===== src/include/k16_defs.svh =====
`ifndef K16_DEFS_SVH
`define K16_DEFS_SVH

// Data path and instruction word width
`define K16_WORD_WIDTH 16

// Register file
`define K16_REG_COUNT 8
`define K16_REG_INDEX_WIDTH 3

// Decoded operations buffered between decoder and executor
`define K16_QUEUE_DEPTH 4

`endif


===== src/hw/k16Pkg.sv =====
package k16Pkg;

  // Decoded operation codes
  // ADD..NOT follow instruction bits 2:0 of group 000
  typedef enum logic [4:0]
  {
    OP_ADD  = 5'd0,
    OP_ADC  = 5'd1,
    OP_SUB  = 5'd2,
    OP_SBC  = 5'd3,
    OP_AND  = 5'd4,
    OP_OR   = 5'd5,
    OP_XOR  = 5'd6,
    OP_NOT  = 5'd7,
    OP_INC  = 5'd8,
    OP_DEC  = 5'd9,
    OP_CMP  = 5'd10,
    OP_CLC  = 5'd11,
    OP_SEC  = 5'd12,
    OP_LDL  = 5'd13,
    OP_LDH  = 5'd14,
    OP_LDLZ = 5'd15,
    OP_LDHZ = 5'd16
  } k16OpT;

  // Executor sits in HOLD while a record waits on the output
  typedef enum logic
  {
    EXEC_IDLE = 1'b0,
    EXEC_HOLD = 1'b1
  } k16ExecStateT;

endpackage


===== src/hw/k16Decoder.sv =====
`timescale 1ns/100ps
`include "k16_defs.svh"

module k16Decoder
(
  input  logic                            cpuInput1,
  input  logic                            reset,
  input  logic                            instrValid,
  input  logic [`K16_WORD_WIDTH-1:0]      instrWord,
  output logic                            instrReady,
  output logic                            opValid,
  output k16Pkg::k16OpT                   opCode,
  output logic [`K16_REG_INDEX_WIDTH-1:0] opDest,
  output logic [`K16_REG_INDEX_WIDTH-1:0] opSrcA,
  output logic [`K16_REG_INDEX_WIDTH-1:0] opSrcB,
  output logic [7:0]                      opImm,
  input  logic                            opReady
);

  logic          decSupported;
  k16Pkg::k16OpT decCode;
  logic          takeWord;

  // Output stage empty or being drained
  assign instrReady = !opValid || opReady;
  assign takeWord = instrValid && instrReady;

  always_comb
  begin
    decSupported = 1'b0;
    decCode = k16Pkg::OP_ADD;
    case (instrWord[15:13])
      3'b000:
      begin
        decSupported = 1'b1;
        casez (instrWord[3:0])
          4'b0???: decCode = k16Pkg::k16OpT'({2'b00, instrWord[2:0]});
          4'b1100: decCode = k16Pkg::OP_INC;
          4'b1110: decCode = k16Pkg::OP_CMP;
          4'b1111: decCode = k16Pkg::OP_DEC;
          default: decSupported = 1'b0;
        endcase
      end
      3'b001:
      begin
        decSupported = (instrWord[3:1] == 3'b100);
        decCode = instrWord[0] ? k16Pkg::OP_SEC : k16Pkg::OP_CLC;
      end
      3'b011:
      begin
        decSupported = 1'b1;
        case (instrWord[9:8])
          2'b00: decCode = k16Pkg::OP_LDL;
          2'b01: decCode = k16Pkg::OP_LDH;
          2'b10: decCode = k16Pkg::OP_LDLZ;
          default: decCode = k16Pkg::OP_LDHZ;
        endcase
      end
      default: decSupported = 1'b0;
    endcase
  end

  // Unsupported words are consumed and leave the stage empty
  always_ff @(posedge cpuInput1)
  begin
    if (reset)
      opValid <= 1'b0;
    else if (takeWord)
      opValid <= decSupported;
    else if (opReady)
      opValid <= 1'b0;
  end

  always_ff @(posedge cpuInput1)
  begin
    if (takeWord && decSupported)
    begin
      opCode <= decCode;
      opDest <= instrWord[12:10];
      opSrcA <= instrWord[9:7];
      opSrcB <= instrWord[6:4];
      opImm <= instrWord[7:0];
    end
  end

endmodule


===== src/hw/k16OpQueue.sv =====
`timescale 1ns/100ps
`include "k16_defs.svh"

module k16OpQueue
#(
  parameter int Depth = `K16_QUEUE_DEPTH
)
(
  input  logic                            cpuInput1,
  input  logic                            reset,
  input  logic                            opValid,
  input  k16Pkg::k16OpT                   opCode,
  input  logic [`K16_REG_INDEX_WIDTH-1:0] opDest,
  input  logic [`K16_REG_INDEX_WIDTH-1:0] opSrcA,
  input  logic [`K16_REG_INDEX_WIDTH-1:0] opSrcB,
  input  logic [7:0]                      opImm,
  output logic                            opReady,
  output logic                            qValid,
  output k16Pkg::k16OpT                   qCode,
  output logic [`K16_REG_INDEX_WIDTH-1:0] qDest,
  output logic [`K16_REG_INDEX_WIDTH-1:0] qSrcA,
  output logic [`K16_REG_INDEX_WIDTH-1:0] qSrcB,
  output logic [7:0]                      qImm,
  input  logic                            qReady
);

  localparam int CodeWidth = $bits(k16Pkg::k16OpT);
  localparam int RegWidth = `K16_REG_INDEX_WIDTH;
  localparam int EntryWidth = CodeWidth + 3 * RegWidth + 8;
  localparam int PtrWidth = (Depth > 1) ? $clog2(Depth) : 1;
  localparam int CountWidth = $clog2(Depth + 1);

  logic [EntryWidth-1:0] entries [Depth];
  logic [EntryWidth-1:0] readEntry;
  logic [PtrWidth-1:0]   writePtr;
  logic [PtrWidth-1:0]   readPtr;
  logic [CountWidth-1:0] count;
  logic                  doWrite;
  logic                  doRead;

  function automatic logic [PtrWidth-1:0] nextPtr(input logic [PtrWidth-1:0] ptr);
    if (ptr == PtrWidth'(Depth - 1))
      return '0;
    return ptr + 1'b1;
  endfunction

  // Full queue still takes a write when the head leaves this cycle
  assign qValid = (count != '0);
  assign opReady = (count != CountWidth'(Depth)) || qReady;
  assign doWrite = opValid && opReady;
  assign doRead = qValid && qReady;

  always_ff @(posedge cpuInput1)
  begin
    if (reset)
    begin
      writePtr <= '0;
      readPtr <= '0;
      count <= '0;
    end
    else
    begin
      if (doWrite)
        writePtr <= nextPtr(writePtr);
      if (doRead)
        readPtr <= nextPtr(readPtr);
      case ({doWrite, doRead})
        2'b10: count <= count + 1'b1;
        2'b01: count <= count - 1'b1;
        default: count <= count;
      endcase
    end
  end

  always_ff @(posedge cpuInput1)
  begin
    if (doWrite)
      entries[writePtr] <= {opCode, opDest, opSrcA, opSrcB, opImm};
  end

  assign readEntry = entries[readPtr];
  assign qCode = k16Pkg::k16OpT'(readEntry[EntryWidth-1 -: CodeWidth]);
  assign qDest = readEntry[8 + 2 * RegWidth +: RegWidth];
  assign qSrcA = readEntry[8 + RegWidth +: RegWidth];
  assign qSrcB = readEntry[8 +: RegWidth];
  assign qImm = readEntry[7:0];

endmodule


===== src/hw/k16Alu.sv =====
`timescale 1ns/100ps
`include "k16_defs.svh"

module k16Alu
(
  input  k16Pkg::k16OpT               code,
  input  logic [`K16_WORD_WIDTH-1:0]  operandA,
  input  logic [`K16_WORD_WIDTH-1:0]  operandB,
  input  logic [7:0]                  imm,
  input  logic                        carryIn,
  output logic [`K16_WORD_WIDTH-1:0]  result,
  output logic                        carryOut
);

  localparam int W = `K16_WORD_WIDTH;

  logic [W:0] sum;
  logic       useCarry;

  assign useCarry = carryIn && (code == k16Pkg::OP_ADC || code == k16Pkg::OP_SBC);

  always_comb
  begin
    sum = '0;
    result = '0;
    carryOut = carryIn;
    case (code)
      k16Pkg::OP_ADD, k16Pkg::OP_ADC:
      begin
        sum = {1'b0, operandA} + {1'b0, operandB} + {{W{1'b0}}, useCarry};
        result = sum[W-1:0];
        carryOut = sum[W];
      end
      // Top bit of the wide difference is the borrow
      k16Pkg::OP_SUB, k16Pkg::OP_SBC, k16Pkg::OP_CMP:
      begin
        sum = {1'b0, operandA} - {1'b0, operandB} - {{W{1'b0}}, useCarry};
        result = sum[W-1:0];
        carryOut = sum[W];
      end
      k16Pkg::OP_AND: result = operandA & operandB;
      k16Pkg::OP_OR: result = operandA | operandB;
      k16Pkg::OP_XOR: result = operandA ^ operandB;
      k16Pkg::OP_NOT: result = ~operandA;
      k16Pkg::OP_INC: result = operandA + 1'b1;
      k16Pkg::OP_DEC: result = operandA - 1'b1;
      k16Pkg::OP_CLC: carryOut = 1'b0;
      k16Pkg::OP_SEC: carryOut = 1'b1;
      // Byte loads merge into the old destination value
      k16Pkg::OP_LDL: result = {operandA[W-1:8], imm};
      k16Pkg::OP_LDH: result = {imm, operandA[7:0]};
      k16Pkg::OP_LDLZ: result = {{(W-8){1'b0}}, imm};
      k16Pkg::OP_LDHZ: result = {imm, {(W-8){1'b0}}};
      default: result = '0;
    endcase
  end

endmodule


===== src/hw/k16Executor.sv =====
`timescale 1ns/100ps
`include "k16_defs.svh"

module k16Executor
(
  input  logic                            cpuInput1,
  input  logic                            reset,
  input  logic                            qValid,
  input  k16Pkg::k16OpT                   qCode,
  input  logic [`K16_REG_INDEX_WIDTH-1:0] qDest,
  input  logic [`K16_REG_INDEX_WIDTH-1:0] qSrcA,
  input  logic [`K16_REG_INDEX_WIDTH-1:0] qSrcB,
  input  logic [7:0]                      qImm,
  output logic                            qReady,
  output logic                            resultValid,
  output logic                            resultWrite,
  output logic [`K16_REG_INDEX_WIDTH-1:0] resultDest,
  output logic [`K16_WORD_WIDTH-1:0]      resultData,
  output logic [2:0]                      resultFlags,
  input  logic                            resultReady
);

  k16Pkg::k16ExecStateT          state;
  logic [`K16_WORD_WIDTH-1:0]    regFile [`K16_REG_COUNT];
  logic                          carry;
  logic                          zero;
  logic                          negative;
  logic [`K16_WORD_WIDTH-1:0]    operandA;
  logic [`K16_WORD_WIDTH-1:0]    operandB;
  logic [`K16_WORD_WIDTH-1:0]    aluResult;
  logic                          aluCarry;
  logic                          isLoad;
  logic                          writesReg;
  logic                          keepsZn;
  logic                          nextZero;
  logic                          nextNegative;
  logic                          consume;

  // A held record blocks the queue until it is taken
  assign qReady = (state == k16Pkg::EXEC_IDLE) || resultReady;
  assign resultValid = (state == k16Pkg::EXEC_HOLD);
  assign consume = qValid && qReady;

  assign isLoad = qCode inside {k16Pkg::OP_LDL, k16Pkg::OP_LDH, k16Pkg::OP_LDLZ, k16Pkg::OP_LDHZ};
  assign writesReg = !(qCode inside {k16Pkg::OP_CMP, k16Pkg::OP_CLC, k16Pkg::OP_SEC});
  assign keepsZn = qCode inside {k16Pkg::OP_CLC, k16Pkg::OP_SEC};

  assign operandA = isLoad ? regFile[qDest] : regFile[qSrcA];
  assign operandB = regFile[qSrcB];

  k16Alu alu
  (
    .code(qCode),
    .operandA(operandA),
    .operandB(operandB),
    .imm(qImm),
    .carryIn(carry),
    .result(aluResult),
    .carryOut(aluCarry)
  );

  assign nextZero = keepsZn ? zero : (aluResult == '0);
  assign nextNegative = keepsZn ? negative : aluResult[`K16_WORD_WIDTH-1];

  always_ff @(posedge cpuInput1)
  begin
    if (reset)
      state <= k16Pkg::EXEC_IDLE;
    else if (consume)
      state <= k16Pkg::EXEC_HOLD;
    else if (resultReady)
      state <= k16Pkg::EXEC_IDLE;
  end

  always_ff @(posedge cpuInput1)
  begin
    if (reset)
    begin
      for (int i = 0; i < `K16_REG_COUNT; i++)
        regFile[i] <= '0;
      carry <= 1'b0;
      zero <= 1'b0;
      negative <= 1'b0;
    end
    else if (consume)
    begin
      if (writesReg)
        regFile[qDest] <= aluResult;
      carry <= aluCarry;
      zero <= nextZero;
      negative <= nextNegative;
    end
  end

  // Record carries the flags as they stand after the operation
  always_ff @(posedge cpuInput1)
  begin
    if (consume)
    begin
      resultWrite <= writesReg;
      resultDest <= qDest;
      resultData <= aluResult;
      resultFlags <= {aluCarry, nextZero, nextNegative};
    end
  end

endmodule


===== src/hw/k16Core.sv =====
`timescale 1ns/100ps
`include "k16_defs.svh"

module k16Core
(
  input  logic                            cpuInput1,
  input  logic                            reset,
  input  logic                            instrValid,
  input  logic [`K16_WORD_WIDTH-1:0]      instrWord,
  output logic                            instrReady,
  output logic                            resultValid,
  output logic                            resultWrite,
  output logic [`K16_REG_INDEX_WIDTH-1:0] resultDest,
  output logic [`K16_WORD_WIDTH-1:0]      resultData,
  output logic [2:0]                      resultFlags,
  input  logic                            resultReady
);

  // Decoder to queue
  logic                            opValid;
  k16Pkg::k16OpT                   opCode;
  logic [`K16_REG_INDEX_WIDTH-1:0] opDest;
  logic [`K16_REG_INDEX_WIDTH-1:0] opSrcA;
  logic [`K16_REG_INDEX_WIDTH-1:0] opSrcB;
  logic [7:0]                      opImm;
  logic                            opReady;

  // Queue to executor
  logic                            qValid;
  k16Pkg::k16OpT                   qCode;
  logic [`K16_REG_INDEX_WIDTH-1:0] qDest;
  logic [`K16_REG_INDEX_WIDTH-1:0] qSrcA;
  logic [`K16_REG_INDEX_WIDTH-1:0] qSrcB;
  logic [7:0]                      qImm;
  logic                            qReady;

  k16Decoder decoder (.*);

  k16OpQueue #(.Depth(`K16_QUEUE_DEPTH)) opQueue (.*);

  k16Executor executor (.*);

endmodule


===== config.mk =====
export PLATFORM = sky130hd
export DESIGN_NAME = k16Core
export DESIGN_NICKNAME = d
export VERILOG_FILES = /design/src/hw/k16Pkg.sv /design/src/hw/k16Decoder.sv /design/src/hw/k16OpQueue.sv /design/src/hw/k16Alu.sv /design/src/hw/k16Executor.sv /design/src/hw/k16Core.sv
export VERILOG_INCLUDE_DIRS = /design/src /design/src/include
export SDC_FILE = /design/constraint.sdc
export NUM_CORES = 1
export LEC_CHECK = 0
export BUFFER_PORTS_ARGS = -buffer_cell sky130_fd_sc_hd__buf_2
export CAP_MARGIN = 20
export CORE_AREA = 2 2 245 247
export DETAILED_ROUTE_END_ITERATION = 8
export DIE_AREA = 0 0 247 249
export PLACE_DENSITY = 0.48
export SYNTH_ARGS = -nofsm -noshare
export SYNTH_HDL_FRONTEND = slang
export SYNTH_SLANG_ARGS = --single-unit

===== constraint.sdc =====
create_clock -name cpuInput1 -period 7.2 [get_ports cpuInput1]
set_input_delay 0.72 -clock cpuInput1 [delete_from_list [all_inputs] [get_ports cpuInput1]]
set_output_delay 0.72 -clock cpuInput1 [all_outputs]
set_load 0.01 [all_outputs]

# Yosys cells after proc, flatten, opt, wreduce, memory -nomap -nowiden
# Memories as Yosys holds them, arrays and structs flattened. A register that Yosys moved wholly into a read port is not among the register bits.
# Cells that the tools add are included.
[op_classes] bitwise=6 n_mux=39 n_reduce_logical=26 add_sub_neg=10 n_eq_ne=29
[op_table] op="16-bit one-hot mux with 12 select lines" count=1
[op_table] op="5-bit by 4-bit equality test with 1-bit output, second input constant" count=8
[op_table] op="16-bit 2-to-1 mux" count=2
[op_table] op="5-bit one-hot mux with 3 select lines" count=2
[op_table] op="1-bit 2-to-1 mux" count=22
[op_table] op="5-bit by 3-bit equality test with 1-bit output, second input constant" count=4
[op_table] op="16-bit by 16-bit adder with 17-bit output" count=1
[op_table] op="17-bit by 1-bit adder with 17-bit output" count=1
[op_table] op="16-bit by 16-bit subtractor with 17-bit output" count=1
[op_table] op="17-bit by 1-bit subtractor with 17-bit output" count=1
[op_table] op="16-bit by 1-bit adder with 16-bit output, second input constant" count=1
[op_table] op="16-bit bitwise AND" count=1
[op_table] op="16-bit zero test" count=1
[op_table] op="16-bit NOT" count=1
[op_table] op="16-bit OR" count=1
[op_table] op="4-bit one-hot mux with 4 select lines" count=1
[op_table] op="16-bit OR reduction" count=1
[op_table] op="16-bit by 1-bit subtractor with 16-bit output, second input constant" count=1
[op_table] op="16-bit XOR" count=1
[op_table] op="4-bit equality test, second input constant" count=3
[op_table] op="2-bit 2-to-1 mux" count=6
[op_table] op="5-bit by 2-bit equality test with 1-bit output, second input constant" count=2
[op_table] op="2-bit equality test, second input constant" count=4
[op_table] op="2-bit nonzero test" count=4
[op_table] op="26 further kinds" count=39
[word_totals] ff_bits=57 word_cells=129 input_bits=20 n_memories=2 output_inout_bits=25 ram_bits=216
[memory_table] memory="executor.regFile" depth=8 width=16 rd=3 rd_ports_with_merged_regs=0 wr=8 line_no="k16Executor.sv:24" rtl="logic [`K16_WORD_WIDTH-1:0] regFile [`K16_REG_COUNT];"
[memory_table] memory="opQueue.entries" depth=4 width=22 rd=1 rd_ports_with_merged_regs=1 wr=1 line_no="k16OpQueue.sv:33" rtl="logic [EntryWidth-1:0] entries [Depth];"

# Logic depth before layout (Yosys ltp)
[logic_depth] ltp_word=8 ltp_mapped=27 mapped_depth_nobuf=22

# By module
# A second synthesis with hierarchy kept.
[unflattened] hier_cells=1395 hier_area_um2=17381.7
[by_module_without_submodules] module="k16Executor" cells_per_inst=586 area_per_inst_um2=8838.5 n_inst=1 seq_area_each_um2=4614.4
[by_module_without_submodules] module="k16Alu" cells_per_inst=580 area_per_inst_um2=4047.6 n_inst=1 seq_area_each_um2=0.0
[by_module_without_submodules] module="k16OpQueue" cells_per_inst=166 area_per_inst_um2=3646.0 n_inst=1 seq_area_each_um2=2822.7
[by_module_without_submodules] module="k16Decoder" cells_per_inst=63 area_per_inst_um2=849.6 n_inst=1 seq_area_each_um2=560.5

# Worst setup path before layout
# Ideal clock, no wire load.
[synth_path] path_kind="reg-to-reg" from="register with a tool-made name" to="register executor.resultFlags[1], data pin" t_required_ns=7.035 setup_time_ns=0.165 path_slack_ns=1.233 n_path_buf=5 arrival_time_ns=5.803 synth_period_minus_slack_ns=5.967 stages_incl_launch_ff=23 path_cell_list="dfxtp_1 -> buf_2 -> buf_2 -> mux4_2 -> clkbuf_1 -> buf_1 -> mux4_2 -> mux2i_1 -> inv_1 -> fa_1 -> fa_1 -> a21o_1 -> a211oi_1 -> o21ai_0 -> a2111oi_0 -> nor2_1 -> xnor2_1 -> o221a_2 -> clkbuf_1 -> inv_1 -> nor3_1 -> nand4_1 -> o31ai_2"
[synth_rtl] element="end signal, assigned" line_no="k16Executor.sv:103" rtl="resultFlags <= {aluCarry, nextZero, nextNegative};"
[synth_rtl] element="end, declared" line_no="k16Executor.sv:19" rtl="output logic [2:0] resultFlags,"

==> flow_summary_export.csv <==
group,metric,value,unit
run_status,status,"completed",
setup_path,start_kind,"flop",
clock_network,numCtsBuffers,29,
timing,min_period_over_period,0.915,
setup_path,required,7.61,ns
clock_network,path_clk_slew,0.06,ns
timing,finalSetupViolCount,0,
power_and_ir_drop,power_density,467,nW/µm²
drt,drtAntennaViolNets,0,
timing,rsz0062_at_grt,"false",
clock_network,clkSinkCount,255,
finish,final_net_count,1672,
place,post-place-cells,2305,
finish,antenna_cells,0,
timing,clock_skew,0.0211,ns
power_and_ir_drop,irDropWorstVdd,0.219,mV
finish,drive_gt1_frac,0.208,
place,io_buffers,44,
setup_path,critPathMaxFanout,18,
logic_synthesis,yosysWarningCount,0,
clock_network,cts.path.max_buffers,3,
floorplan,std_cell_rows,89,
global_route,grt_pass1_vias,12900,
clock_network,cts_setup_buffers,0,
drt,viasPerCell,5.50,
worst_hold_path,hold_path.class,"in2reg",
setup_path,path_cells,"buf_4 > mux4_2 > buf_4 > mux4_2 > mux2i_1 > nand2_1 > and2_1 > ha_1 > ha_1 > nand4_1 > or3b_2 > nand3_1 > a21oi_1 > nor4b_1 > o31ai_1 > nor3_1 > nand4_1 > o31ai_2",
setup_path,cp-end-kind,"flop",
timing,max_slew_margin,0.325,
timing,period_needed,6.59,ns
clock_network,clk_latency,0.58,ns
logic_synthesis,yosys-top-cells-area,"edfxtp_1 (43%), mux4_2 (10%), ha_1 (6.1%), mux2i_1 (4.5%), nor2_1 (4.4%)",
clock_network,postCtsResizedCells,0,
timing,fin_ws,0.611,ns
floorplan,core,58700,µm²
setup_path,crit_arrival,7.00,ns
logic_synthesis,synth-seq-area-share,0.445,
place,dp_hpwl,44600,µm
global_route,grt_pass1_wl,87800,µm
timing,tns,0,ns
finish,area_delta_synth_final,14.4,%
logic_synthesis,synth_top_area_cell,"edfxtp_1",
place,place_area,18300,µm²
floorplan,start_util,0.288,
power_and_ir_drop,p_leak,7.27,nW
place,place_ws,0.735,ns
clock_network,cts_root_buffer,"clkbuf_16",
logic_synthesis,syn-mean-instance-area,11.4,µm²
timing,fmax,0.152,GHz
timing,final_max_slew_viol_count,0,
logic_synthesis,ys_async_sr_fraction,0,
clock_network,cts_hold_buf,0,
timing,hold_violations,0,
logic_synthesis,syn-num-nets,1597,
floorplan,floorplan.die.height,249,µm
drt,drt_iter0_markers,1349,
timing,worst_pin_slew,1.01,ns
clock_network,cts_tree,"done",
setup_path,max_stage_delay,0.62,ns
global_route,gr-total-overflow,0,
finish,final_cells,2358,
power_and_ir_drop,fin_total_pwr,9.02,mW
logic_synthesis,synth_edf_count,241,
global_route,grt_max_degree,31,
logic_synthesis,syn_inst,1488,
global_route,antenna_found_initial,0,
drt,wire_per_inst,25.4,µm
finish,final_cell_area,19300,µm²
drt,vias,13000,
floorplan,fp.dieW,247,µm
setup_path,cpMaxStageDelayCell,"nor4b_1",
logic_synthesis,ys_ff_latch,255,
flow_run,drv_cap,0,
logic_synthesis,ys.flop_type,"edfxtp_1",
clock_network,htree_num_levels,1,
floorplan,die_area,61500,µm²
logic_synthesis,syn_area,16900,µm²
drt,first_pass_iters,5,
logic_synthesis,netlist.area_leader.share,0.428,
global_route,grt.total_usage,0.193,
drt,routed_wirelength,59900,µm
floorplan,pin_count,45,
drt,drc,0,
setup_path,crit_type,"reg2reg",
logic_synthesis,synth.distinct_cells,91,
place,gp_routability_congestion,0.954,
finish,num-fill-cells,5892,
==> worst max-delay path: cells and delay by family, from the launching register on <==
kind,cells,cell delay (ns)
AND/OR/NAND/NOR,8,2.39
flip-flops,1,0.61
multiplexers,3,1.35
AO/OA/AOI/OAI,3,0.56
buffers and inverters,2,0.64
adder cells (fa/ha/maj),2,0.85
==> sequential cells by signal (all words and copies together) (netlist names), 2 cells and up, named ones only <==
name,count
decoder.opCode,5
decoder.opDest,3
decoder.opImm,7
decoder.opSrcA,3
executor.regFile,128
executor.resultData,16
executor.resultDest,3
executor.resultFlags,3
opQueue.count,3
opQueue.entries,72
opQueue.readPtr,2
opQueue.writePtr,2
==> through the flow <==
stage | utilization | hold WS (ns)
floorplan | - | 0.454
global placement | 0.312 | 0.485
detailed placement | 0.312 | 0.470
CTS | 0.329 | 0.289
global route | 0.329 | 0.287
finish | 0.329 | 0.309
==> per-layer routing <==
metal,share of wire,GRT usage,vias to the layer above
li1,-,-,5813
met1,0.44,0.266,6509
met2,0.47,0.311,524
met3,0.060,0.0213,126
met4,0.040,0.0706,0
met5,0,0,-
==> cells in the mapped netlist, types with 18 or more instances <==
| library cell | count |
|---|---|
| clkbuf_1 | 48 |
| nand3_1 | 24 |
| mux2_2 | 29 |
| nor3_1 | 29 |
| nand2b_1 | 18 |
| ha_1 | 83 |
| mux4_2 | 75 |
| mux2i_1 | 76 |
| a21oi_1 | 65 |
| nand2_1 | 70 |
| a22oi_1 | 20 |
| nor2_1 | 200 |
| o21ai_0 | 39 |
| edfxtp_1 | 241 |
| inv_1 | 90 |
==> cell type report <==
cell class                 count  area, µm²  share of cell area
tap                          773        967              0.0500
clock buffer                  31        733              0.0379
multi-input combinational   1054       8630               0.446
inverter                      94        353              0.0183
sequential                   255       7520               0.389
clock inverter                22        262              0.0135
timing repair buffer         129        871              0.0451
==> cells by family after synthesis <==
group	after synthesis	share of synthesized area
DFF	255	0.445
AOI/OAI and AO/OA	288	0.124
adders and majority gates	89	0.0686
buffers and inverters	179	0.0456
xor gates and xnor gates	27	0.0140
and+or+nand+nor	469	0.138
muxes	181	0.165
==> power by group <==
part           leakage [nW]  switching [mW]  internal (mW)  total [mW]
registers              2.46           0.108           1.84        1.95
logic                  4.33            3.51           2.01        5.52
clock network         0.475           0.653          0.894        1.55
total                  7.27            4.27           4.75        9.02
==> path summary, 6_finish.rpt <==
path         depth (start not counted)  slack, ns                       to                from
min reg2reg                          2       0.49                     flop  opQueue.readPtr[1]
max reg2reg                         18       0.61  executor.resultFlags[1]                flop
max                                 18       0.61  executor.resultFlags[1]                flop
min                                  1       0.31        decoder.opSrcA[0]        instrWord[7]
==> cells in the final DEF, fill, tap and decap left out, types with 7 or more instances in the layout <==
| cell | count |
|---|---|
| clkbuf_16 | 29 |
| nand2b_1 | 18 |
| nand2_1 | 70 |
| buf_4 | 84 |
| and3_1 | 13 |
| or3_1 | 12 |
| nor2b_1 | 16 |
| a22o_1 | 7 |
| nand3_1 | 24 |
| nor3_1 | 28 |
| a21o_1 | 17 |
| inv_1 | 89 |
| nor2_1 | 200 |
| o211ai_1 | 7 |
| buf_2 | 44 |
| and2_1 | 12 |
| mux2_2 | 29 |
| or2_2 | 9 |
| o22ai_1 | 10 |
| a21oi_1 | 65 |
| ha_1 | 83 |
| nand4_1 | 14 |
| o21ai_0 | 39 |
| dfxtp_1 | 14 |
| mux2i_1 | 76 |
| o21bai_1 | 9 |
| nor4_1 | 10 |
| and4_1 | 7 |
| xor2_1 | 14 |
| edfxtp_1 | 241 |
| mux4_2 | 75 |
| a221o_1 | 8 |
| xnor2_1 | 13 |
| o21a_1 | 9 |
| o221ai_1 | 8 |
| a22oi_1 | 20 |
| a211oi_1 | 16 |
Power figures use the tool's default switching activity.
